--- src/rtl/fetch_settings.svh ---
`ifndef FETCH_SETTINGS_SVH
`define FETCH_SETTINGS_SVH

`default_nettype none

// First fetch address after reset, inside the scratch region
`define FETCH_RESET_VEC 32'h8000_0000

// Instruction buffer slots, also the initial credit count
`define FETCH_BUF_DEPTH 4

// Scratch instruction memory size in 32-bit words
`define SCRATCH_WORDS 256

// Address bits 31..28 that select scratch
// Any other value goes to the external port
`define SCRATCH_REGION 4'h8

`default_nettype wire

`endif

--- src/rtl/fetch_pkg.sv ---
`default_nettype none

package fetch_pkg;

    // Register usage and call/return hints from early decode
    typedef struct packed {
        logic uses_rs1;
        logic uses_rs2;
        logic uses_rd;
        logic rd_zero;
        logic is_call;
        logic is_return;
    } decode_flags_t;

    // One instruction buffer slot, 70 bits
    typedef struct packed {
        logic [31:0]   pc;
        logic [31:0]   instruction;
        decode_flags_t flags;
    } fetch_entry_t;

endpackage

`default_nettype wire

--- src/rtl/fetch_if.sv ---
`timescale 1ns/1ns
`default_nettype none


// Fetch unit to instruction buffer, pop doubles as credit return
interface fetch_buffer_if
    import fetch_pkg::*;
();
    logic         push;
    fetch_entry_t entry;
    logic         flush;
    logic         pop;

    modport producer (output push, entry, flush, input pop);
    modport buffer   (input push, entry, flush, output pop);
endinterface

`default_nettype wire

--- src/rtl/instruction_buffer.sv ---
`timescale 1ns/1ns
`include "fetch_settings.svh"
`default_nettype none

module instruction_buffer
    import fetch_pkg::*;
(
    input  logic          clk,
    input  logic          rst,
    input  logic          instr_pop,
    fetch_buffer_if.buffer ib,
    output logic          instr_valid,
    output fetch_entry_t  instr_entry
);

    localparam int PTR_W   = $clog2(`FETCH_BUF_DEPTH);
    localparam int COUNT_W = $clog2(`FETCH_BUF_DEPTH + 1);

    fetch_entry_t       entries [`FETCH_BUF_DEPTH];
    logic [PTR_W-1:0]   rd_ptr;
    logic [PTR_W-1:0]   wr_ptr;
    logic [COUNT_W-1:0] count;
    logic               do_pop;

    assign do_pop = instr_pop && instr_valid;

    always_ff @(posedge clk) begin
        if (ib.push) begin
            entries[wr_ptr] <= ib.entry;
        end
    end

    // Pointers wrap naturally, depth is a power of two
    always_ff @(posedge clk) begin
        if (rst || ib.flush) begin
            rd_ptr <= '0;
            wr_ptr <= '0;
            count  <= '0;
        end else begin
            if (ib.push) begin
                wr_ptr <= wr_ptr + 1'b1;
            end
            if (do_pop) begin
                rd_ptr <= rd_ptr + 1'b1;
            end
            if (ib.push && !do_pop) begin
                count <= count + 1'b1;
            end else if (do_pop && !ib.push) begin
                count <= count - 1'b1;
            end
        end
    end

    // Head shows without a read cycle
    assign instr_valid = (count != '0);
    assign instr_entry = entries[rd_ptr];

    // Credit return
    assign ib.pop = instr_pop;

    ////////////////////
    // Credit and handshake checks
    ////////////////////
    a_no_push_full: assert property (@(posedge clk) disable iff (rst)
        ib.push |-> (count < COUNT_W'(`FETCH_BUF_DEPTH)));

    a_no_pop_empty: assert property (@(posedge clk) disable iff (rst)
        instr_pop |-> instr_valid);

endmodule

`default_nettype wire

--- src/flat_wrapper.sv ---
// flat-port wrapper written by rule: the top's interface ports become plain ports
module instruction_buffer_flat import fetch_pkg::*;
  (clk, rst, instr_pop, instr_valid, instr_entry, ib_push, ib_entry, ib_flush, ib_pop);
  fetch_buffer_if ib_i ();
  input  logic clk;
  input  logic rst;
  input  logic instr_pop;
  output logic instr_valid;
  output fetch_entry_t instr_entry;
  input wire logic [$bits(ib_i.push)-1:0] ib_push;
  input wire logic [$bits(ib_i.entry)-1:0] ib_entry;
  input wire logic [$bits(ib_i.flush)-1:0] ib_flush;
  output wire logic [$bits(ib_i.pop)-1:0] ib_pop;
  assign ib_i.push = ib_push;
  assign ib_i.entry = ib_entry;
  assign ib_i.flush = ib_flush;
  assign ib_pop = ib_i.pop;
  instruction_buffer u_core (.clk(clk), .rst(rst), .instr_pop(instr_pop), .ib(ib_i), .instr_valid(instr_valid), .instr_entry(instr_entry));
endmodule
--- config.mk ---
export PLATFORM = sky130hd
export DESIGN_NAME = instruction_buffer_flat
export DESIGN_NICKNAME = d
export VERILOG_FILES = /design/src/rtl/fetch_pkg.sv /design/src/rtl/fetch_if.sv /design/src/rtl/instruction_buffer.sv /design/src/flat_wrapper.sv
export VERILOG_INCLUDE_DIRS = /design/src /design/src/rtl
export SDC_FILE = /design/constraint.sdc
export NUM_CORES = 1
export LEC_CHECK = 0
export BUFFER_PORTS_ARGS = -buffer_cell sky130_fd_sc_hd__buf_2
export CORE_UTILIZATION = 45
export CTS_CLUSTER_DIAMETER = 40
export DETAILED_ROUTE_END_ITERATION = 16
export GPL_TIMING_DRIVEN = 0
export HOLD_SLACK_MARGIN = 0.03
export PLACE_DENSITY = 0.67
export SLEW_MARGIN = 30
export SYNTH_ARGS = -nofsm -noshare
export SYNTH_HDL_FRONTEND = slang
export SYNTH_SLANG_ARGS = --single-unit
--- constraint.sdc ---
create_clock -name clk -period 2.65 [get_ports clk]
set_input_delay 0.53 -clock clk [delete_from_list [all_inputs] [get_ports clk]]
set_output_delay 0.53 -clock clk [all_outputs]
set_load 0.05 [all_outputs]
### After elaboration in Yosys (flattened, before gate mapping)

Memories as Yosys holds them, arrays and structs flattened. A register that Yosys moved wholly into a read port is not among the register bits.
Cells that the tools add are included.

* register bits: 7
* bits in writable memories: 280
* output and inout port bits: 72
* word-level logic and storage cells: 22
* memories kept: 1

* add/subtract/negate cells: 4
* muxes and demuxes: 6
* reduce and logical (&&, ||, !) cells: 8

Memories
* u_core.entries: words 4, bits a word 70, read ports 1, clocked after memory_dff 1, wr ports 1, RTL line instruction_buffer.sv:19 `` fetch_entry_t entries [`FETCH_BUF_DEPTH]; ``

Operator list (number)
* two-way mux 3 bit: 2
* adder 2 x 1 -> 2 bit (second input constant): 2
* two-way mux 2 bit: 2
* adder 3 x 1 -> 3 bit (second input constant): 1
* logical AND 1 bit: 3
* nonzero test 3 bit: 1
* subtractor 3 x 1 -> 3 bit (second input constant): 1
* logical NOT 1 bit: 2
* two-way mux 1 bit: 2
* nonzero test 2 bit: 1
* logical OR 1 bit: 1

### Depth between registers and ports, before layout

* depth after elaboration: 5
* mapped depth: 7
* mapped depth without buffers: 7

### Worst setup path after synthesis

No wires, ideal clock.

* kind: reg-to-reg
* start point: register u_core.wr_ptr[0]
* end point: memory u_core.entries[0][0] in the netlist's numbering, enable pin
* setup time: 435 ps
* data arrival time: 2182 ps
* required time: 2215 ps
* setup slack: 32 ps
* stages on the path, launching flop included: 4
* buffers on the path: 0
* clock period less this slack: 2618 ps
* cell sequence: dfxtp_1 inv_1 ha_1 and2_1

RTL lines
* from (decl): RTL line instruction_buffer.sv:21 `logic [PTR_W-1:0] wr_ptr;`
* from (signal assigned): RTL line instruction_buffer.sv:41 `wr_ptr <= wr_ptr + 1'b1;`
* to (decl): RTL line instruction_buffer.sv:19

Straight into the memory's write port.

==> results.txt <==
The worst clock skew is approximately 0.027 ns. The number of register bits inferred by synthesis came out at 289. The synthesized netlist cell count came out at 411.

The global-route wire length before repair came out at slightly below 30,000 um. The final routed wirelength across all metal layers came out at 18,850 um. The number of rows in the core area came out at 55. The area of the multi-input gates is 1829 um2. The setup-violating endpoint count in the final report is 0. The worst setup path is of the flip-flop to output port kind. Dividing total power by cell area gives a power density of 831.9 nW/um2. Once placement completed, the tool counted placed cells totaling between 800 and 900.

The proportion of layout cells with a drive suffix above 1 is 0.4872. The die area is 24,220 um2. The final estimated routing congestion in global placement is 0.6979.

The detailed placer's ending HPWL is about 11,000 um. The routing layer with the top usage in global route is met2. Relative to the synthesized area, the layout overhead comes to 23.07%.

The clock slew seen by the registers of the worst setup and hold paths came out at roughly 0.06 ns. The via count normalized by instance count is ~5.1. The max-cap violation count is 0. The data arrival time at the worst-slack endpoint is around 2.0 ns. The leftover overflow at the end of global routing came out at 0. The met1 usage in global routing is 0.1993.

The initial utilization of the core area, before any placement, comes to 0.4634. The average instance area after synthesis came out at roughly 26 um2. The insertion delay to the later sink of the worst-skew pair is 0.51 ns. The number of antenna violations at the first check in global routing came out at 2. For this run, global-route usage on met3 was measured as 0.04000.

The CTS H-tree depth is 2. The minimum period implied by the final worst setup slack is 2.540 ns. The post-route DRC violation count came out at 0.

The number of nets with antenna violations after detailed routing came out at 0. The y dimension of the die came out at 155.6 um. The quantity of I/O buffers inserted on ports is roughly 150. The aggregate global-route resource usage came out at 0.1612. Summing over every cut layer, the via total after detailed routing is about 4.8k. The clock net in this run drives a total of about 290 sinks. The distinct cell type count after synthesis came out at 23.

The number of nets in the synthesized netlist is around 500. Counting flops with a built-in enable in the synthesized netlist gives 280. The via count of the first global-routing pass is 5,276. The layout has about 1.7k filler cells.

The number of iterations in the first detailed-routing pass is 5. The final critical-path share of the clock period came out at 0.9586. The area taken by flip-flops and latches is 8589 um2. The area of all placed cells without fillers is approximately 13,000 um2. The number of placed I/O pins is 147. The final-report max-slew violation count is 0. The max-slew headroom at the worst pin is 0.5982. The number of resized instances in the post-cts repair step came out at 1. The final setup TNS is 0 ns. The area of the placeable core is 22,920 um2.

The flow ran to the end, and the final reports show no timing, DRC or antenna violations. The fraction of met2 tracks used by global routing is 0.2761. In this run the clock root is driven by a clkbuf_16. The worst setup path is captured at an output port.

For this run, the register share of the synthesized area comes to 0.8087. Counting along the longest clock path gives a buffer depth of 3. The tightest min-delay check is of the primary input to flip-flop type. The slew at the pin closest to its max-slew limit is 0.6028 ns. The number of violations reported at the end of detailed-routing iteration 0 came out at approximately 220. The total leakage power came out at roughly 4.5 nW. The hold violation count in the final report is 0. The fraction of synthesis flops using an asynchronous set or reset pin came out at 0. The standard cell area after detailed placement is ~12,000 um2. The synthesized netlist occupies a cell area of roughly 11,000 um2. The fraction of synthesized cell area taken by the top area cell type came out at 0.7917. The number of hold-repair buffers added at the cts stage came out at 0. The clock buffer count from CTS came out at 38. The largest net degree at the start of global routing came out at 41. The TritonCTS clock tree is done. After the last flow step, the layout net total stands at around 680. In this run the horizontal extent of the chip is about 160 um. The synthesized design spends more area on one cell type than any other, namely edfxtp_1. Setup repair after global routing left no endpoint under its margin.

The count of yosys warnings during synthesis is 0. The maximum fanout along the worst path is 10. Excluding fillers, the count of instances in the completed layout stands at 940. After synthesis, the cell types taking the most area are edfxtp_1, mux4_2, dfxtp_1. In this run the post-CTS setup repair buffer count came out at 0. At the worst endpoint, the required time is between 2 and 2.5 ns. The highest attainable clock frequency came out at 0.3937 GHz. STA classifies the critical path startpoint as a flip-flop. The post-detailed-route wirelength per cell is between 20 and 25 um.

The highest ir drop seen on vdd came out at about 0.58 mV. In the synthesized netlist the dominant register cell turns out to be edfxtp_1.
==> cell usage after synthesis (2+ instances only) <==
library cell  instances
edfxtp_1            280
mux4_2               70
dfxtp_1               9
buf_12                7
buf_2                 7
nor2_1                7
ha_1                  5
and2_1                4
xor2_1                4
inv_1                 3
mux2i_1               2
or3_1                 2
==> placed cells by master, fill, tap and decap left out, types with 2 or more instances in the layout <==
cell type and instances:
inv_8 2, buf_16 2, inv_6 5, mux4_2 70, bufinv_16 3, dfxtp_1 8
ha_1 5, inv_1 3, nor2_1 7, mux2i_1 2, clkinvlp_4 2, clkbuf_1 2
clkbuf_16 39, xor2_1 4, and2_4 4, edfxtp_1 280, clkinv_2 11, or3_1 2
clkinv_1 2, buf_2 153, buf_12 9
==> worst max-delay path, stage by stage (launching register included) <==
cell,delay (ns)
dfxtp_1,0.32
buf_6,0.22
buf_12,0.19
mux4_2,0.52
buf_2,0.23
==> worst paths after layout <==
path	cells past startpoint	start	end	slack, ns
worst max-delay path	4	flip-flop	instr_entry[14]	0.11
worst min-delay path	1	ib_entry[30]	u_core.entries[2][30]	0.23
worst max register to register	7	u_core.count[0]	u_core.count[2]	0.37
worst min register to register	2	u_core.rd_ptr[0]	flip-flop	0.54
==> layout make-up <==
| cell class | instances | share of cell area |
|---|---|---|
| sequential | 289 | 0.6572 |
| multi-input combinational | 101 | 0.1400 |
| clock buffer | 40 | 0.07496 |
| timing repair buffer | 150 | 0.06318 |
| tap | 313 | 0.02996 |
| clock inverter | 26 | 0.01857 |
| buffer | 17 | 0.01513 |
| inverter | 3 | 0.0008616 |
| antenna | 1 | 0.0001915 |
==> registers in the layout, summed over array words and instances (netlist names), named ones only <==
signal	count
u_core.count	3
u_core.wr_ptr	2
u_core.rd_ptr	2
u_core.entries	280
==> stage by stage <==
stage	hold WS, ns	total power [mW]	utilization	setup WS [ns]
4_1_cts	0.2081	11.01	0.5702	0.07977
3_3_place_gp	0.4858	6.094	0.5124	-1.387
2_1_floorplan	0.4766	5.870	-	0.03243
3_5_place_dp	0.5259	6.126	0.5170	0.3690
6_report	0.2320	10.87	0.5704	0.1098
5_1_grt	0.2166	11.21	0.5702	0.03233
==> layer usage <==
layer | up-vias | wire, um
met2 | 148 | 9585
met5 | - | 22
met3 | 40 | 1069
met1 | 2483 | 7770
li1 | 2143 | -
met4 | 4 | 398
==> cell families after synthesis <==
group / after synthesis / share of synthesized area
fa+ha+maj: 6 / 0.007776
simple gates: 14 / 0.006598
xor+xnor: 5 / 0.004123
mux: 72 / 0.1503
buf+inv: 21 / 0.02003
compound gates: 4 / 0.002474
flops: 289 / 0.8087
==> power breakdown <==
group	internal, mW	switching [mW]
Sequential	5.14	0.0302
Combinational	0.273	0.579
Clock	3.00	1.85
(Power assumes the default switching activity.)
