File: src/rtl/fetch_settings.svh
`ifndef FETCH_SETTINGS_SVH
`define FETCH_SETTINGS_SVH

`default_nettype none

// First fetch address after reset, inside the scratch region
`define FETCH_RESET_VEC 32'h8000_0000

// Instruction buffer slots, also the initial credit count
`define FETCH_BUF_DEPTH 4

// Scratch instruction memory size in 32-bit words
`define SCRATCH_WORDS 256

// Address bits 31..28 that select scratch
// Any other value goes to the external port
`define SCRATCH_REGION 4'h8

`default_nettype wire

`endif

File: src/rtl/fetch_pkg.sv
`default_nettype none

package fetch_pkg;

    // Register usage and call/return hints from early decode
    typedef struct packed {
        logic uses_rs1;
        logic uses_rs2;
        logic uses_rd;
        logic rd_zero;
        logic is_call;
        logic is_return;
    } decode_flags_t;

    // One instruction buffer slot, 70 bits
    typedef struct packed {
        logic [31:0]   pc;
        logic [31:0]   instruction;
        decode_flags_t flags;
    } fetch_entry_t;

endpackage

`default_nettype wire

File: src/rtl/rv_isa_pkg.sv
`default_nettype none

package rv_isa_pkg;

    ////////////////////
    // Major opcode classes, bits 6..2 of the opcode
    ////////////////////
    typedef enum logic [4:0] {
        OPC_LOAD      = 5'b00000,
        OPC_FENCE     = 5'b00011,
        OPC_ARITH_IMM = 5'b00100,
        OPC_AUIPC     = 5'b00101,
        OPC_STORE     = 5'b01000,
        OPC_AMO       = 5'b01011,
        OPC_ARITH     = 5'b01100,
        OPC_LUI       = 5'b01101,
        OPC_BRANCH    = 5'b11000,
        OPC_JALR      = 5'b11001,
        OPC_JAL       = 5'b11011,
        OPC_SYSTEM    = 5'b11100
    } opcode_class_t;

    ////////////////////
    // Field positions in a 32-bit instruction
    ////////////////////
    localparam int OPC_LSB    = 2;
    localparam int OPC_MSB    = 6;
    localparam int RD_LSB     = 7;
    localparam int RD_MSB     = 11;
    localparam int FUNCT3_LSB = 12;
    localparam int FUNCT3_MSB = 14;
    localparam int RS1_LSB    = 15;
    localparam int RS1_MSB    = 19;

endpackage

`default_nettype wire

File: src/rtl/fetch_if.sv
`timescale 1ns/1ns
`default_nettype none

// Fetch unit to one fetch sub-unit
interface fetch_sub_if;
    logic        new_request;
    logic [31:0] stage1_addr;
    logic [31:0] stage2_addr;
    logic        ready;
    logic        data_valid;
    logic [31:0] data_out;

    modport unit (output new_request, stage1_addr, stage2_addr,
                  input  ready, data_valid, data_out);
    modport sub  (input  new_request, stage1_addr, stage2_addr,
                  output ready, data_valid, data_out);
endinterface

// Fetch unit to instruction buffer, pop doubles as credit return
interface fetch_buffer_if
    import fetch_pkg::*;
();
    logic         push;
    fetch_entry_t entry;
    logic         flush;
    logic         pop;

    modport producer (output push, entry, flush, input pop);
    modport buffer   (input push, entry, flush, output pop);
endinterface

`default_nettype wire

File: src/rtl/early_decode.sv
`timescale 1ns/1ns
`default_nettype none

module early_decode
    import rv_isa_pkg::*, fetch_pkg::*;
(
    input  logic [31:0]   instruction,
    output decode_flags_t flags
);

    opcode_class_t opc;
    logic [2:0]    funct3;
    logic [4:0]    rs1;
    logic [4:0]    rd;
    logic          sys_priv;
    logic          sys_csr_imm;
    logic          is_jump;
    logic          rd_link;
    logic          rs1_link;

    assign opc    = opcode_class_t'(instruction[OPC_MSB:OPC_LSB]);
    assign funct3 = instruction[FUNCT3_MSB:FUNCT3_LSB];
    assign rs1    = instruction[RS1_MSB:RS1_LSB];
    assign rd     = instruction[RD_MSB:RD_LSB];

    // ECALL/EBREAK/xRET and the CSR immediate forms
    assign sys_priv    = (opc == OPC_SYSTEM) && (funct3 == 3'b000);
    assign sys_csr_imm = (opc == OPC_SYSTEM) && funct3[2];

    assign is_jump  = (opc == OPC_JAL) || (opc == OPC_JALR);

    // x1 and x5 are the link registers
    assign rd_link  = (rd == 5'd1) || (rd == 5'd5);
    assign rs1_link = (rs1 == 5'd1) || (rs1 == 5'd5);

    assign flags.uses_rs1 = !((opc inside {OPC_LUI, OPC_AUIPC, OPC_JAL, OPC_FENCE})
                              || sys_priv || sys_csr_imm);
    assign flags.uses_rs2 = opc inside {OPC_BRANCH, OPC_STORE, OPC_ARITH, OPC_AMO};
    assign flags.uses_rd  = !((opc inside {OPC_BRANCH, OPC_STORE, OPC_FENCE})
                              || sys_priv || (is_jump && (rd == 5'd0)));
    assign flags.rd_zero  = (rd == 5'd0);

    ////////////////////
    // Call and return hints
    ////////////////////
    assign flags.is_call   = is_jump && rd_link;
    assign flags.is_return = (opc == OPC_JALR) && rs1_link
                             && (!rd_link || (rs1 != rd));

endmodule

`default_nettype wire

File: src/rtl/fetch_unit.sv
`timescale 1ns/1ns
`include "fetch_settings.svh"
`default_nettype none

module fetch_unit
    import fetch_pkg::*;
(
    input  logic          clk,
    input  logic          rst,
    input  logic          redirect_valid,
    input  logic [31:0]   redirect_pc,
    fetch_sub_if.unit     scratch_sub,
    fetch_sub_if.unit     ext_sub,
    fetch_buffer_if.producer ib
);

    localparam int CREDIT_W = $clog2(`FETCH_BUF_DEPTH + 1);

    logic [31:0]         pc;
    logic [31:0]         stage2_addr;
    logic                stage2_is_ext;
    logic [CREDIT_W-1:0] credits;
    logic                discard;
    logic                in_scratch;
    logic                issue;
    logic                any_valid;
    logic [31:0]         fetched_word;
    decode_flags_t       fetched_flags;

    ////////////////////
    // Request issue
    ////////////////////

    // No issue in a redirect cycle
    // The target goes out one cycle later
    assign issue = (credits != '0) && scratch_sub.ready && ext_sub.ready
                   && !redirect_valid;

    assign in_scratch = (pc[31:28] == `SCRATCH_REGION);

    always_ff @(posedge clk) begin
        if (rst) begin
            pc <= `FETCH_RESET_VEC;
        end else if (redirect_valid) begin
            pc <= redirect_pc;
        end else if (issue) begin
            pc <= pc + 32'd4;
        end
    end

    assign scratch_sub.new_request = issue && in_scratch;
    assign ext_sub.new_request     = issue && !in_scratch;
    assign scratch_sub.stage1_addr = pc;
    assign ext_sub.stage1_addr     = pc;
    assign scratch_sub.stage2_addr = stage2_addr;
    assign ext_sub.stage2_addr     = stage2_addr;

    // Address and target of the request now in flight
    always_ff @(posedge clk) begin
        if (issue) begin
            stage2_addr <= pc;
        end
    end

    always_ff @(posedge clk) begin
        if (rst) begin
            stage2_is_ext <= 1'b0;
        end else if (issue) begin
            stage2_is_ext <= !in_scratch;
        end
    end

    ////////////////////
    // Credits
    ////////////////////

    // Spend one per issue and get one back per pop
    // Flush refills the count
    always_ff @(posedge clk) begin
        if (rst || redirect_valid) begin
            credits <= CREDIT_W'(`FETCH_BUF_DEPTH);
        end else begin
            credits <= credits + CREDIT_W'(ib.pop) - CREDIT_W'(issue);
        end
    end

    // Stale external response still on its way after a redirect
    always_ff @(posedge clk) begin
        if (rst) begin
            discard <= 1'b0;
        end else if (redirect_valid && stage2_is_ext && !ext_sub.ready
                     && !ext_sub.data_valid) begin
            discard <= 1'b1;
        end else if (ext_sub.data_valid) begin
            discard <= 1'b0;
        end
    end

    ////////////////////
    // Merge and push
    ////////////////////
    assign fetched_word = (scratch_sub.data_out & {32{scratch_sub.data_valid}})
                        | (ext_sub.data_out & {32{ext_sub.data_valid}});

    assign any_valid = scratch_sub.data_valid || ext_sub.data_valid;

    early_decode decode_i (
        .instruction (fetched_word),
        .flags       (fetched_flags)
    );

    assign ib.push              = any_valid && !redirect_valid && !discard;
    assign ib.flush             = redirect_valid;
    assign ib.entry.pc          = stage2_addr;
    assign ib.entry.instruction = fetched_word;
    assign ib.entry.flags       = fetched_flags;

    // While a stale response is pending only that external response can arrive
    a_discard_pending: assert property (@(posedge clk) disable iff (rst)
        discard |-> !ext_sub.ready && !scratch_sub.data_valid);

endmodule

`default_nettype wire

File: src/flat_wrapper.sv
// flat-port wrapper written by rule: the top's interface ports become plain ports
module fetch_unit_flat import fetch_pkg::*;
  (clk, rst, redirect_valid, redirect_pc, scratch_sub_new_request, scratch_sub_stage1_addr, scratch_sub_stage2_addr, scratch_sub_ready, scratch_sub_data_valid, scratch_sub_data_out, ext_sub_new_request, ext_sub_stage1_addr, ext_sub_stage2_addr, ext_sub_ready, ext_sub_data_valid, ext_sub_data_out, ib_push, ib_entry, ib_flush, ib_pop);
  fetch_sub_if scratch_sub_i ();
  fetch_sub_if ext_sub_i ();
  fetch_buffer_if ib_i ();
  input  logic clk;
  input  logic rst;
  input  logic redirect_valid;
  input  logic [31:0] redirect_pc;
  output wire logic [$bits(scratch_sub_i.new_request)-1:0] scratch_sub_new_request;
  output wire logic [$bits(scratch_sub_i.stage1_addr)-1:0] scratch_sub_stage1_addr;
  output wire logic [$bits(scratch_sub_i.stage2_addr)-1:0] scratch_sub_stage2_addr;
  input wire logic [$bits(scratch_sub_i.ready)-1:0] scratch_sub_ready;
  input wire logic [$bits(scratch_sub_i.data_valid)-1:0] scratch_sub_data_valid;
  input wire logic [$bits(scratch_sub_i.data_out)-1:0] scratch_sub_data_out;
  output wire logic [$bits(ext_sub_i.new_request)-1:0] ext_sub_new_request;
  output wire logic [$bits(ext_sub_i.stage1_addr)-1:0] ext_sub_stage1_addr;
  output wire logic [$bits(ext_sub_i.stage2_addr)-1:0] ext_sub_stage2_addr;
  input wire logic [$bits(ext_sub_i.ready)-1:0] ext_sub_ready;
  input wire logic [$bits(ext_sub_i.data_valid)-1:0] ext_sub_data_valid;
  input wire logic [$bits(ext_sub_i.data_out)-1:0] ext_sub_data_out;
  output wire logic [$bits(ib_i.push)-1:0] ib_push;
  output wire logic [$bits(ib_i.entry)-1:0] ib_entry;
  output wire logic [$bits(ib_i.flush)-1:0] ib_flush;
  input wire logic [$bits(ib_i.pop)-1:0] ib_pop;
  assign scratch_sub_new_request = scratch_sub_i.new_request;
  assign scratch_sub_stage1_addr = scratch_sub_i.stage1_addr;
  assign scratch_sub_stage2_addr = scratch_sub_i.stage2_addr;
  assign scratch_sub_i.ready = scratch_sub_ready;
  assign scratch_sub_i.data_valid = scratch_sub_data_valid;
  assign scratch_sub_i.data_out = scratch_sub_data_out;
  assign ext_sub_new_request = ext_sub_i.new_request;
  assign ext_sub_stage1_addr = ext_sub_i.stage1_addr;
  assign ext_sub_stage2_addr = ext_sub_i.stage2_addr;
  assign ext_sub_i.ready = ext_sub_ready;
  assign ext_sub_i.data_valid = ext_sub_data_valid;
  assign ext_sub_i.data_out = ext_sub_data_out;
  assign ib_push = ib_i.push;
  assign ib_entry = ib_i.entry;
  assign ib_flush = ib_i.flush;
  assign ib_i.pop = ib_pop;
  fetch_unit u_core (.clk(clk), .rst(rst), .redirect_valid(redirect_valid), .redirect_pc(redirect_pc), .scratch_sub(scratch_sub_i), .ext_sub(ext_sub_i), .ib(ib_i));
endmodule
File: config.mk
export PLATFORM = sky130hd
export DESIGN_NAME = fetch_unit_flat
export DESIGN_NICKNAME = d
export VERILOG_FILES = /design/src/rtl/fetch_pkg.sv /design/src/rtl/rv_isa_pkg.sv /design/src/rtl/fetch_if.sv /design/src/rtl/early_decode.sv /design/src/rtl/fetch_unit.sv /design/src/flat_wrapper.sv
export VERILOG_INCLUDE_DIRS = /design/src /design/src/rtl
export SDC_FILE = /design/constraint.sdc
export NUM_CORES = 1
export LEC_CHECK = 0
export ABC_AREA = 1
export BUFFER_PORTS_ARGS = -buffer_cell sky130_fd_sc_hd__buf_2
export CAP_MARGIN = 0
export CORE_AREA = 2 2 117 119
export CTS_BUF_LIST = sky130_fd_sc_hd__clkbuf_8
export DETAILED_ROUTE_END_ITERATION = 8
export DIE_AREA = 0 0 119 121
export PLACE_DENSITY_LB_ADDON = 0.1
export SYNTH_ARGS = -nofsm -noshare
export SYNTH_HDL_FRONTEND = slang
export SYNTH_SLANG_ARGS = --single-unit
File: constraint.sdc
create_clock -name clk -period 3.2 [get_ports clk]
set_input_delay 0.16 -clock clk [delete_from_list [all_inputs] [get_ports clk]]
set_output_delay 0.16 -clock clk [all_outputs]
set_load 0.01 [all_outputs]
## Yosys cells after proc, flatten, opt, wreduce, memory -nomap -nowiden

Index checks and enable logic that the tools add are counted.

| storage, ports and cells | value |
|---|---|
| register bits | 69 |
| latch bits | 0 |
| memory bits (writable) | 0 |
| ROM bits | 0 |
| input bits | 104 |
| memories | 0 |

| operators by class | value |
|---|---|
| $add $sub $neg | 3 |
| multiply operators | 0 |
| divide/modulo/power cells | 0 |
| $lt $le $gt $ge | 0 |
| equal/unequal tests | 16 |
| shift operators | 0 |
| mux-type cells | 4 |
| bitwise logic cells | 3 |
| reduce and logical (&&, ||, !) cells | 42 |

Operators by type and width:

| operator | count |
|---|---|
| 32-bit bitwise AND | 2 |
| 32-bit two-way mux | 2 |
| 32-bit by 3-bit adder with 32-bit output, second input constant | 1 |
| 32-bit bitwise OR | 1 |
| 5-bit by 4-bit equality test with 1-bit output, second input constant | 4 |
| 5-bit equality test, second input constant | 4 |
| 1-bit logical AND | 16 |
| 5-bit by 3-bit equality test with 1-bit output, second input constant | 3 |
| 5-bit by 1-bit equality test with 1-bit output, second input constant | 2 |
| 1-bit logical OR | 10 |
| 1-bit zero test | 8 |
| 4-bit nonzero test | 2 |
| 3-bit nonzero test | 2 |
| 5-bit by 2-bit equality test with 1-bit output, second input constant | 1 |
| 5-bit zero test | 1 |
| 5-bit inequality test | 1 |
| 4-bit equality test, second input constant | 1 |
| 2-bit nonzero test | 2 |
| 3-bit by 1-bit adder with 3-bit output | 1 |
| 3-bit zero test | 1 |
| 3-bit by 1-bit subtractor with 3-bit output | 1 |
| 1-bit two-way mux | 2 |

## Longest topological paths before layout

Gate-level depths: netlist of run 1.

| depth | value |
|---|---|
| depth in word-level cells | 7 |
| depth in mapped cells | 12 |

## Modules after synthesis

From an unflattened synthesis of run 1, not the netlist that was laid out.

| unflattened totals | value |
|---|---|
| cells, all modules | 668 |
| area, all modules | 4,830.9 sq um |

Modules (own cells, without submodules):

| module | times used | cells an instance | area an instance (sq um) |
|---|---|---|---|
| fetch_unit | 1 | 602 | 4,521.8 |
| early_decode | 1 | 66 | 309.0 |

## Worst setup path before layout of run 1

OpenSTA, ideal clock, no wires.

| path | value |
|---|---|
| path kind | reg-to-reg |
| start point | reg u_core.credits[1] |
| end point | reg u_core.credits[2] |
| library setup time | 0.057 ns |
| arrival time | 2.494 ns |
| required time | 3.143 ns |
| setup slack | 0.649 ns |
| cell stages (with the launch flop) | 13 |
| path buffers | 1 |
| clock period less this slack | 2.551 ns |
| cells stage by stage | dfxtp_1 nor2_1 nand2_1 nand3_2 nor2_2 buf_2 ha_1 inv_1 ha_1 inv_1 fa_1 o21ai_0 a21o_1 |

| between the ends | value |
|---|---|
| longest elaborated chain between the ends | 5 |
| elaborated cells on any way between the ends | 6 |
| those cells by class | 2 x add/sub; 4 x reduce/logical |

RTL lines:

| element | line | source |
|---|---|---|
| start, declared | fetch_unit.sv:22 | `logic [CREDIT_W-1:0] credits;` |
| start signal, assigned | fetch_unit.sv:81 | `` credits <= CREDIT_W'(`FETCH_BUF_DEPTH); `` |
| start signal, assigned | fetch_unit.sv:83 | `credits <= credits + CREDIT_W'(ib.pop) - CREDIT_W'(issue);` |
| 3-bit nonzero test | fetch_unit.sv:36 | `assign issue = (credits != '0) && scratch_sub.ready && ext_sub.ready` |
| 1-bit logical AND (2 in series) | fetch_unit.sv:36 |  |
| 1-bit logical AND | fetch_unit.sv:37 | `&& !redirect_valid;` |
| net u_core.issue | fetch_unit.sv:25 | `logic issue;` |
| 3-bit by 1-bit subtractor with 3-bit output | fetch_unit.sv:83 |  |

The timed path passes the listed nets, and every way through them passes these cells.
A chain may end at the register's enable or synchronous reset.

## Worst setup path after layout of run 1

| path | value |
|---|---|
| start point | reg u_core.credits[1] |
| end point | out ext_sub_new_request |

| between the ends | value |
|---|---|
| longest elaborated chain between the ends | 5 |

RTL lines:

| element | line | source |
|---|---|---|
| 3-bit nonzero test | fetch_unit.sv:36 |  |
| 1-bit logical AND (2 in series) | fetch_unit.sv:36 |  |
| 1-bit logical AND | fetch_unit.sv:37 |  |
| 1-bit logical AND | fetch_unit.sv:52 | `assign ext_sub.new_request = issue && !in_scratch;` |
| end, declared | flat_wrapper.sv:17 | `output wire logic [$bits(ext_sub_i.new_request)-1:0] ext_sub_new_request;` |

Every way passes these cells.

==> results of run 1 <==
-- through the flow --
step / util [%] / total power, mW / std cells / cell area [um^2] / hold slack [ns]
after floorplan: - / 1.37 / 628 / 4780 / 0.295
after global placement: 43.8 / 1.54 / 997 / 5730 / 0.416
after detailed placement: 43.8 / 1.54 / 997 / 5730 / 0.393
after CTS: 45.5 / 2.36 / 1013 / 5960 / 0.0185
after global routing: 45.6 / 2.46 / 1014 / 5960 / 0.0193
final: 45.6 / 2.32 / 1014 / 5960 / 0.0415
-- area by class of cell --
cell class	instances	area, um^2	area share, %
Antenna cell	1	2.50	0.0420
Clock buffer	11	151	2.54
Clock inverter	5	75.1	1.26
Inverter	67	256	4.30
Multi-Input combinational cell	379	2020	33.9
Sequential cell	69	1700	28.5
Tap cell	176	220	3.69
Timing Repair Buffer	306	1530	25.7
-- critical path, delay by kind of cell, from the launching register on --
family / cells / cell delay [ns]
flops: 1 / 0.39
simple gates: 5 / 0.60
buf+inv: 3 / 0.94
-- path summary, 6_finish.rpt --
path	from	endpoint	slack [ns]
max reg2reg	u_core.credits[1]	u_core.credits[2]	1.21
min reg2reg	u_core.ext_sub.stage1_addr[1]	u_core.ext_sub.stage2_addr[1]	0.50
min	redirect_pc[0]	u_core.ext_sub.stage1_addr[0]	0.04
max	u_core.credits[1]	ext_sub_new_request	0.75
-- power by group through the flow --
| stage | sequential, mW | combinational, mW | clock [mW] |
|---|---|---|---|
| 4_1_cts | 1.03 | 0.492 | 0.832 |
| 3_3_place_gp | 1.05 | 0.487 | 0 |
| 2_1_floorplan | 1.06 | 0.312 | 0 |
| 6_report | 1.03 | 0.486 | 0.806 |
| 3_5_place_dp | 1.05 | 0.491 | 0 |
| 5_1_grt | 1.04 | 0.538 | 0.877 |
-- kinds of logic (layout without fill, tap and decap cells) --
family / after synthesis / in the layout / share of synthesized area (%)
AND/OR/NAND/NOR: 266 / 266 / 24.6
buffers and inverters: 180 / 389 / 22.3
AO/OA/AOI/OAI: 96 / 96 / 14.0
flip-flops: 69 / 69 / 35.6
XOR/XNOR: 13 / 13 / 2.38
adder cells (fa/ha/maj): 4 / 4 / 1.20
other: 0 / 1 / 0
-- flip-flops by register name, summed over array words and instances, names as in the netlist --
signal                      count
u_core.discard                  1
u_core.ext_sub.stage1_addr     32
u_core.stage2_is_ext            1
u_core.ext_sub.stage2_addr     32
u_core.credits                  3
-- placed cells by master, fill, tap and decap left out, drive strengths merged, types with 2 or more instances in the layout --
cell	count
xnor2	6
o21ai	29
bufinv	2
edfxtp	32
dfxtp	37
a211oi	2
o21bai	2
a21oi	21
inv	69
a22o	26
nand2	129
or2	2
nand4	8
nor2	91
nand3	30
o22ai	6
buf	306
clkbuf	11
ha	3
nor3	5
xor2	7
a31oi	7
-- metal layers --
layer  track usage (%)  share of wire, %  up-vias
li1                  -                 -     2362
met1              23.5                40     2104
met2              35.6                52      210
met3              5.22               6.5       12
met4              5.43               1.6        0
met5                 0                 0        -
==> Implementation_results.wiki, run 1 <==
{| class="wikitable"
! Metric !! Value
|-
| Flip-flop cell with the highest count after synthesis || dfxtp_1
|-
| Post-route clock skew || about 0.007 ns
|-
| Cells along the critical path || nor2_1 > nand2_1 > nand3_2 > nor2_4 > buf_4 > inv_1 > nor2_1 > buf_2
|-
| Fraction of post-synthesis cell area in the top cell type by area || between 20% and 30%
|-
| Type of the worst setup path || reg2out
|-
| Count of max-cap constraint violations || 0
|-
| 1st-pass router iterations || 4
|-
| Final Hold Fails || 0
|-
| Total Negative Setup Slacks || 0 ns
|-
| I/O pin cnt || approximately 310
|-
| Port buffer count || 305
|-
| Most numerous cell in the Yosys netlist || nand2_1
|-
| Status || finished, final reports clean
|-
| Highest fanout seen on the critical path || 55
|-
| Horizontal die dimension || around 120 um
|-
| Maximum VDD drop || 0.148 mV
|-
| Biggest area contributors in the synthesized netlist || edfxtp_1 (20%), buf_4 (16%), dfxtp_1 (15%)
|-
| GP Congestion || approximately 0.9
|-
| Design internal power || 1.65 mW
|-
| Number of antenna violations at the first check in global routing || 1
|-
| Unrepaired setup endpoints after global routing || no
|-
| Synthesized instance count || 628
|-
| Vias || ~4,700
|-
| Gr usage total || 19.9%
|-
| Placeable core area || approximately 13,000 um^2
|-
| Sequential share of power || 44.4%
|-
| Die height || 121 um
|-
| Starting density of the core || 36.6%
|-
| Average instance area after synthesis || 7.62 um^2
|-
| Detailed Route Iter0 Violations || around 190
|-
| Number of cells on the worst reg-to-reg path || 11
|-
| First-pass GRT wire length || 22,500 um
|-
| Kind of end point of the critical path || output pin
|-
| Flops & latches, synth || 69
|-
| Average detailed-routed wire length per instance || about 14 um
|-
| Clock Latency Late Sink || 0.36 ns
|-
| Detailed placement HPWL || approximately 12,000 um
|-
| Buffer levels on the longest clock path || 2
|-
| Post-CTS Hold Buffers || 0
|-
| Slowest library cell on the worst path || buf_4
|-
| Post-cts sizing count || 0
|-
| Overflow left after global routing || 0
|-
| Least-Margin Pin Slew || 0.683 ns
|-
| Type of the tightest min-delay check || in2reg
|-
| Number of warnings printed during yosys synthesis || 0
|-
| Share of flip-flops with an asynchronous set or reset after synthesis || 0%
|-
| Routed WL || around 15,000 um
|-
| Summed instance area of the synthesized netlist || between 4000 and 5000 um^2
|-
| Power spent charging and discharging nets || around 670 uW
|-
| Cell chosen for the clock root || clkbuf_8
|-
| Leakage power || 2.91 nW
|-
| Total Die Area || about 14,000 um^2
|-
| Worst hold path depth || 3
|-
| Maximum number of pins on one net before global-route repair || 56
|-
| Post-layout minimum cycle time || 2.45 ns
|-
| Sink count of the clock tree || between 60 and 70
|-
| Critical path startpoint category || register
|-
| Proportion of total power due to net switching || approximately 29%
|-
| Final critical-path share of the clock period || between 70% and 80%
|-
| Number of buffers inserted by post-CTS setup repair || 0
|-
| WP data required || between 3 and 4 ns
|-
| Share of layout cells above drive strength 1 || around two fifths
|-
| Delay of the slowest cell on the worst path || ~0.56 ns
|-
| Number of enable flip-flop cells after synthesis || 32
|-
| Number of H-tree branching levels || 3
|-
| Leading post-synthesis cells by instance count || nand2_1 (126), buf_4 (99), nor2_1 (79)
|-
| Headroom to the max-slew limit || 54.5%
|-
| Filler instances || roughly 1,400
|-
| Growth of design area from synthesis to finish || 24.6%
|-
| Net count of the finished layout || 940
|-
| Clock share of power || approximately a third
|-
| CP most frequent cell || nor2_1
|-
| Final setup violation count || 0
|-
| Floorplan row count || 42
|-
| Proportion of power drawn by combinational gates || between 20% and 30%
|-
| Setup WS post-layout || between 0.7 and 0.8 ns
|-
| Worst slack after detailed placement || 1.06 ns
|-
| Remaining design rule violation count || 0
|-
| Maximum frequency from static timing analysis || roughly 410 MHz
|-
| Number of CTS-inserted buffers || 9
|-
| Power density over cell area || between 300 and 400 nW/um^2
|-
| Synthesized Nets || approximately 740
|-
| Seq/Total Area, Yosys || 35.6%
|-
| TritonCTS clock tree || yes
|-
| Slew Limit Fails || 0
|-
| Synth cell types || 41
|-
| Post-detailed-route via-to-cell ratio || roughly 4.6
|-
| Arrival time reported for the critical path endpoint || around 2.3 ns
|-
| Clock-pin slew of the registers on the worst-case setup and hold paths || ~0.070 ns
|-
| Leading area contributor after synthesis || edfxtp_1
|-
| Remaining number of nets flagged by the antenna check after routing || 0
|-
| Via count of the first global-routing pass || between 4,000 and 5,000
|}
Power figures use the tool's default switching activity.
==> inputs of run 2 (changes only) <==
CORE_AREA = 2 2 120 122   (was 2 2 117 119)
DIE_AREA = 0 0 122 124   (was 0 0 119 121)
clock period = 2.05 ns   (was 3.2 ns; I/O delays follow)
==> run 2 against run 1 <==
  * Clock skew rose by 0.0015 ns
  * Count of clock-buffer cells in the layout down 1
  * Register-to-register slack got worse by 1.0 ns
  * Largest cell class unchanged
  * Via count grew 2.5%
  * Flip-flop and latch count unchanged
  * Critical endpoint is now scratch_sub_new_request
  * Non-clock buffer count rose by 14
  * Critical path depth unchanged
  * Total power grew 58%
  * Cell count up 1.8%
==> Implementation_results.wiki, run 2 (synthesis gave the netlist of run 1 again) <==
{| class="wikitable"
! Metric !! Value
|-
| Type of the tightest min-delay check || in2reg
|-
| Sequential share of power || 43.6% (-0.8 points)
|-
| Power spent charging and discharging nets || 1.09 mW (+63%)
|-
| Filler instances || 1,438 (+6.0%)
|-
| Share of layout cells above drive strength 1 || 43.1% (+1.2 points)
|-
| Setup WS post-layout || 0.187 ns (-0.559 ns)
|-
| Headroom to the max-slew limit || 72.8% (+18 points)
|-
| Highest fanout seen on the critical path || 28 (-49%)
|-
| Critical path startpoint category || register
|-
| Number of antenna violations at the first check in global routing || 1 (unchanged)
|-
| Port buffer count || 305 (unchanged)
|-
| Clock share of power || 34.3% (-0.4 points)
|-
| Design internal power || 2.58 mW (+56%)
|-
| Detailed Route Iter0 Violations || 244 (+27%)
|-
| Arrival time reported for the critical path endpoint || 1.76 ns (-0.53 ns)
|-
| Area of all placed cells without fillers || 6140 um^2 (+2.9%)
|-
| GP Congestion || 0.882 (-2.1%)
|-
| Horizontal die dimension || 122 um (+2.5%)
|-
| Worst slack on hold paths || 0.0188 ns (-0.0226 ns)
|-
| Final Hold Fails || 0 (unchanged)
|-
| Via count of the first global-routing pass || 4,398 (-0.45%)
|-
| Slew Limit Fails || 0 (unchanged)
|-
| Clock-pin slew of the registers on the worst-case setup and hold paths || 0.08 ns (about the same)
|-
| Placeable core area || 13,700 um^2 (+4.8%)
|-
| Number of H-tree branching levels || 3 (unchanged)
|-
| Pwr Total || 3.67 mW (+58%)
|-
| Floorplan row count || 43 (+2.4%)
|-
| Unrepaired setup endpoints after global routing || no
|-
| 1st-pass router iterations || 4 (unchanged)
|-
| Total Die Area || 15,100 um^2 (+5.1%)
|-
| Kind of end point of the critical path || output pin
|-
| Most common cell after layout, fill and taps aside || buf_2
|-
| Maximum VDD drop || 0.241 mV (+62%)
|-
| Count of max-cap constraint violations || 0 (unchanged)
|-
| Worst slack after detailed placement || 0.00225 ns (-1.06 ns)
|-
| Post-layout minimum cycle time || 1.86 ns
|-
| Gr usage total || 20.0% (+0.14 points)
|-
| Number of cells on the worst reg-to-reg path || 11 (unchanged)
|-
| Type of the worst setup path || reg2out
|-
| Remaining number of nets flagged by the antenna check after routing || 0 (unchanged)
|-
| Cell chosen for the clock root || clkbuf_8
|-
| Final setup violation count || 0 (unchanged)
|-
| Sink count of the clock tree || 69 (unchanged)
|-
| Maximum frequency from static timing analysis || approximately 540 MHz
|-
| First-pass GRT wire length || 23,100 um (+2.5%)
|-
| Remaining design rule violation count || 0 (unchanged)
|-
| Multi-input logic area || 2040 um^2 (+0.99%)
|-
| Final critical-path share of the clock period || 90.9%
|-
| Die height || 124 um (+2.5%)
|-
| Routed WL || 15,800 um (+8.4%)
|-
| Proportion of total power due to net switching || 29.7% (+0.95 points)
|-
| Vias || 4,804 (+2.5%)
|-
| Dpl cell area || 5830 um^2 (+1.6%)
|-
| Detailed placement HPWL || 12,400 um (+6.2%)
|-
| Overflow left after global routing || 0 (unchanged)
|-
| Storage cell area || 1700 um^2 (+0.15%)
|-
| Average detailed-routed wire length per instance || 15.3 um (+6.5%)
|-
| Buffer levels on the longest clock path || 2 (unchanged)
|-
| Worst hold path depth || 3 (unchanged)
|-
| Commonest cells after routing, fill and taps aside || buf_2 (305), nand2_1 (126), nor2_1 (79), inv_1 (65), dfxtp_1 (35)
|-
| TritonCTS clock tree || yes
|-
| Post-detailed-route via-to-cell ratio || 4.66 (+0.69%)
|-
| Least-Margin Pin Slew || 0.406 ns (-0.277 ns)
|-
| Proportion of power drawn by combinational gates || 22.1% (+1.2 points)
|-
| Number of CTS-inserted buffers || 9 (unchanged)
|-
| Maximum number of pins on one net before global-route repair || 31 (-45%)
|-
| Clock Latency Late Sink || 0.35 ns (about the same)
|-
| Power density over cell area || 599 nW/um^2 (+54%)
|-
| Starting density of the core || 34.9% (-1.7 points)
|-
| Post-route clock skew || 0.00874 ns (+0.00153 ns)
|-
| Net count of the finished layout || 954 (+1.5%)
|-
| WP data required || 1.95 ns (-1.09 ns)
|-
| Total Negative Setup Slacks || 0 ns (unchanged)
|-
| Status || finished, final reports clean
|-
| Growth of design area from synthesis to finish || 28.3%
|-
| I/O pin cnt || 306 (unchanged)
|-
| Leakage power || 2.99 nW (+2.6%)
|}
-- run 2: changes by cell type in the layout (fill, tap and decap cells not counted), moves of 2 or more --
cell / previous run / this run
dlygate4sd3_1: 0 / 2
dfxtp_2: 0 / 2
dfxtp_1: 37 / 35
buf_4: 1 / 11
-- run 2: power groups by stage --
stage | combinational (mW) | clock (mW) | sequential [mW]
floorplan | 0.495 | 0 | 1.65
global placement | 0.803 | 0 | 1.63
detailed placement | 0.803 | 0 | 1.64
CTS | 0.820 | 1.30 | 1.61
global route | 0.901 | 1.35 | 1.62
finish | 0.812 | 1.26 | 1.60
-- run 2: cell type report --
cell class | count | area share (%)
clock buffer | 10 | 2.24
multi-input combinational | 379 | 33.3
clock inverter | 6 | 1.43
sequential | 69 | 27.8
timing repair buffer | 320 | 27.4
inverter | 67 | 4.18
antenna | 1 | 0.0408
tap | 180 | 3.67
-- run 2: through the flow --
stage               utilization, %  cells
global route                  44.7   1031
detailed placement            42.5   1010
global placement              42.5   1010
floorplan                        -    628
finish                        44.7   1032
CTS                           44.6   1029
-- run 2: metal layers --
layer  track usage [%]  vias up  share of wire [%]
met5                 0        -                  0
met4              6.90        0                1.9
met3              4.99       18                7.7
met2              36.9      204                 52
met1              22.5     2186                 39
li1                  -     2396                  -
-- run 2: timing repair --
item	CTS	global route
endpoints found under the setup margin	2	2
hold endpoints to repair	2	0
hold buffers	2	0
resized for setup	3	1
buffers inserted	0	2
pin swaps	0	2
gates cloned	1	0
-- run 2: worst max-delay path, cell delays in order, from the launching register on --
cell,delay [ns]
dfxtp_2,0.36
nor2_1,0.05
nand2_1,0.10
nand3_4,0.08
nor2_4,0.16
buf_12,0.23
inv_1,0.12
nor2_1,0.16
buf_2,0.16
-- run 2: worst paths after layout --
| path | start | end | slack [ns] |
|---|---|---|---|
| max | u_core.credits[1] | scratch_sub_new_request | 0.19 |
| min | redirect_pc[2] | u_core.ext_sub.stage1_addr[2] | 0.02 |
| max reg2reg | u_core.credits[1] | u_core.credits[2] | 0.20 |
| min reg2reg | u_core.ext_sub.stage1_addr[1] | u_core.ext_sub.stage2_addr[1] | 0.49 |
==> inputs of run 3 (changes only) <==
CELL_PAD_IN_SITES_DETAIL_PLACEMENT = 0   (was not set)
CELL_PAD_IN_SITES_GLOBAL_PLACEMENT = 1   (was not set)
CORE_AREA = not set   (was 2 2 120 122)
CORE_ASPECT_RATIO = 0.7   (was not set)
CORE_UTILIZATION = 27   (was not set)
DIE_AREA = not set   (was 0 0 122 124)
==> run 3 against run 2 <==
  * Hold slack gained 0.0050 ns
  * Total power grew 5.1%
  * Core utilization is 7.8 points lower
  * Combinational power grew 7.3%
  * Die area increased by 21%
  * Via count is 1.8% higher
  * Cell count rose by 6.5%
  * Worst setup slack worse by 0.060 ns
  * Critical path depth grew 3
  * Sequential share of layout area decreased by 1.0 points
  * Critical path type is now reg2reg
  * Critical endpoint is now u_core.credits[2]
  * Largest cell class unchanged
  * Highest routed layer is now met5
==> Implementation_results.wiki, run 3 (synthesis gave the netlist of run 1 again) <==
{| class="wikitable"
! Metric !! Value
|-
| Status || finished, final reports clean
|-
| Clock-pin slew of the registers on the worst-case setup and hold paths || 0.08 ns (about the same)
|-
| Delay of the slowest cell on the worst path || 0.37 ns (about the same)
|-
| Type of the tightest min-delay check || in2reg
|-
| Average detailed-routed wire length per instance || 16.3 um (+6.3%)
|-
| Most common cell after layout, fill and taps aside || buf_2
|-
| Headroom to the max-slew limit || 74.9% (+2.1 points)
|-
| Power density over cell area || 606 nW/um^2 (+1.2%)
|-
| Final non-filler cell total || 1,099 (+6.5%)
|-
| Port buffer count || 305 (unchanged)
|-
| Least-Margin Pin Slew || 0.374 ns (-0.0322 ns)
|-
| Leakage power || 3.10 nW (+3.7%)
|-
| Final Hold Fails || 0 (unchanged)
|-
| Overflow left after global routing || 0 (unchanged)
|-
| GP Congestion || 0.852 (-3.4%)
|-
| Final critical-path share of the clock period || 93.8% (+2.9 points)
|-
| Maximum frequency from static timing analysis || 520 MHz (-3.1%)
|-
| Net count of the finished layout || 971 (+1.8%)
|-
| Count of max-cap constraint violations || 0 (unchanged)
|-
| 1st-pass router iterations || 5 (+1)
|-
| Routed WL || 17,900 um (+13%)
|-
| Remaining design rule violation count || 0 (unchanged)
|-
| Growth of design area from synthesis to finish || 33.3%
|-
| Maximum number of pins on one net before global-route repair || 31 (unchanged)
|-
| Total Die Area || 18,300 um^2 (+21%)
|-
| Number of CTS-inserted buffers || 9 (unchanged)
|-
| Post-detailed-route via-to-cell ratio || 4.45 (-4.4%)
|-
| Starting density of the core || 27.7% (-7.2 points)
|-
| Detailed placement HPWL || 14,000 um (+13%)
|-
| Cell chosen for the clock root || clkbuf_8
|-
| Via count of the first global-routing pass || 4,566 (+3.8%)
|-
| Highest fanout seen on the critical path || 3 (-89%)
|-
| Total Negative Setup Slacks || 0 ns (unchanged)
|-
| Type of the worst setup path || reg2reg
|-
| CP most frequent cell || inv_1
|-
| Worst hold path depth || 3 (unchanged)
|-
| I/O pin cnt || 306 (unchanged)
|-
| Inserted Diodes || 0 (-1)
|-
| Sink count of the clock tree || 69 (unchanged)
|-
| TritonCTS clock tree || yes
|-
| Die height || 113 um (-8.6%)
|-
| Remaining number of nets flagged by the antenna check after routing || 0 (unchanged)
|-
| Worst slack on hold paths || 0.0238 ns (+0.00499 ns)
|-
| Kind of end point of the critical path || register
|-
| Maximum VDD drop || 0.291 mV (+21%)
|-
| Placeable core area || 17,300 um^2 (+26%)
|-
| Post-route clock skew || 0.0188 ns (+0.0100 ns)
|-
| Arrival time reported for the critical path endpoint || 2.24 ns (+0.48 ns)
|-
| Buffer levels on the longest clock path || 2 (unchanged)
|-
| First-pass GRT wire length || 26,600 um (+15%)
|-
| Slowest library cell on the worst path || fa_1
|-
| Critical path startpoint category || register
|-
| WP data required || 2.37 ns (+0.42 ns)
|-
| Unrepaired setup endpoints after global routing || no
|-
| Floorplan row count || 40 (-7.0%)
|-
| Detailed Route Iter0 Violations || 281 (+15%)
|-
| Number of H-tree branching levels || 3 (unchanged)
|-
| Gr usage total || 19.6% (-0.45 points)
|-
| Cells along the critical path || nor2_1 > nand2_1 > nand3_4 > nor2_4 > ha_4 > inv_1 > ha_1 > inv_1 > fa_1 > o21ai_1 > a21o_1
|-
| Slew Limit Fails || 0 (unchanged)
|-
| Horizontal die dimension || 161 um (+32%)
|-
| Post-layout minimum cycle time || 1.92 ns (+0.0602 ns)
|-
| Vias || 4,892 (+1.8%)
|-
| Cell count after placement || 1,070 (+5.9%)
|-
| Final setup violation count || 0 (unchanged)
|-
| Number of antenna violations at the first check in global routing || 1 (unchanged)
|-
| Commonest cells after routing, fill and taps aside || buf_2 (305), nand2_1 (126), nor2_1 (79), inv_1 (65), dfxtp_1 (36)
|-
| Clock Latency Late Sink || 0.37 ns (+0.02 ns)
|-
| Share of layout cells above drive strength 1 || 43.7% (+0.54 points)
|-
| Number of cells on the worst reg-to-reg path || 11 (unchanged)
|}
[run 3: cell count changes in the layout (fill, tap and decap cells not counted), sizes merged]
cell | before | now
buf | 317 | 329
dlygate4sd3 | 2 | 6
diode | 1 | 0
clkbuf | 10 | 9
bufinv | 2 | 3
clkinvlp | 2 | 0
bufbuf | 1 | 2
clkinv | 1 | 3
[run 3: metrics by stage]
step                total power, mW  area [um^2]  setup WS, ns  utilization, %
floorplan                      2.14         4820     -0.000422               -
global placement               2.47         5970         0.182            34.6
detailed placement             2.47         5970        0.0813            34.6
CTS                            3.92         6340        0.0556            36.7
global route                   4.06         6380       0.00301            36.9
finish                         3.86         6380         0.126            36.9
[run 3: area by class of cell]
type / instances / area (um^2)
Sequential cell: 69 / 1710
Multi-Input combinational cell: 379 / 2040
Timing Repair Buffer: 337 / 1840
Tap cell: 231 / 289
Inverter: 67 / 256
Clock inverter: 7 / 116
Clock buffer: 9 / 124
Fill cell: 1855 / 10900
[run 3: critical path, delay by kind of cell, from the launching register on]
family	cells	cell delay (ns)
compound gates	2	0.23
fa+ha+maj	3	0.72
flops	1	0.36
simple gates	4	0.44
buf+inv	2	0.11
[run 3: what timing repair did]
| item | 4_1_cts | 5_1_grt |
|---|---|---|
| hold buffers | 6 | 0 |
| setup endpoints to repair | 2 | 2 |
| gates resized for setup | 0 | 1 |
| cloned | 2 | 0 |
| pin swaps | 1 | 2 |
| setup buffers | 1 | 4 |
| endpoints found under the hold margin | 6 | 0 |
[run 3: worst paths after layout]
kind | from | endpoint | slack [ns]
max reg2reg | u_core.credits[1] | u_core.credits[2] | 0.13
min reg2reg | u_core.stage2_is_ext | u_core.stage2_is_ext | 0.49
max | u_core.credits[1] | u_core.credits[2] | 0.13
min | redirect_pc[4] | u_core.ext_sub.stage1_addr[4] | 0.02
[run 3: routing by layer]
metal | share of wire (%) | GRT usage, % | wire length [um]
met5 | 0.073 | 0 | 13
met2 | 47 | 33.2 | 8410
met1 | 46 | 25.5 | 8240
met4 | 1.1 | 4.59 | 199
met3 | 5.9 | 4.11 | 1050
[run 3: report_power, final]
| group | internal, mW | switching [mW] | total [mW] |
|---|---|---|---|
| sequential | 1.51 | 0.0781 | 1.59 |
| combinational | 0.382 | 0.489 | 0.871 |
| clock | 0.806 | 0.595 | 1.40 |
| total | 2.70 | 1.16 | 3.86 |
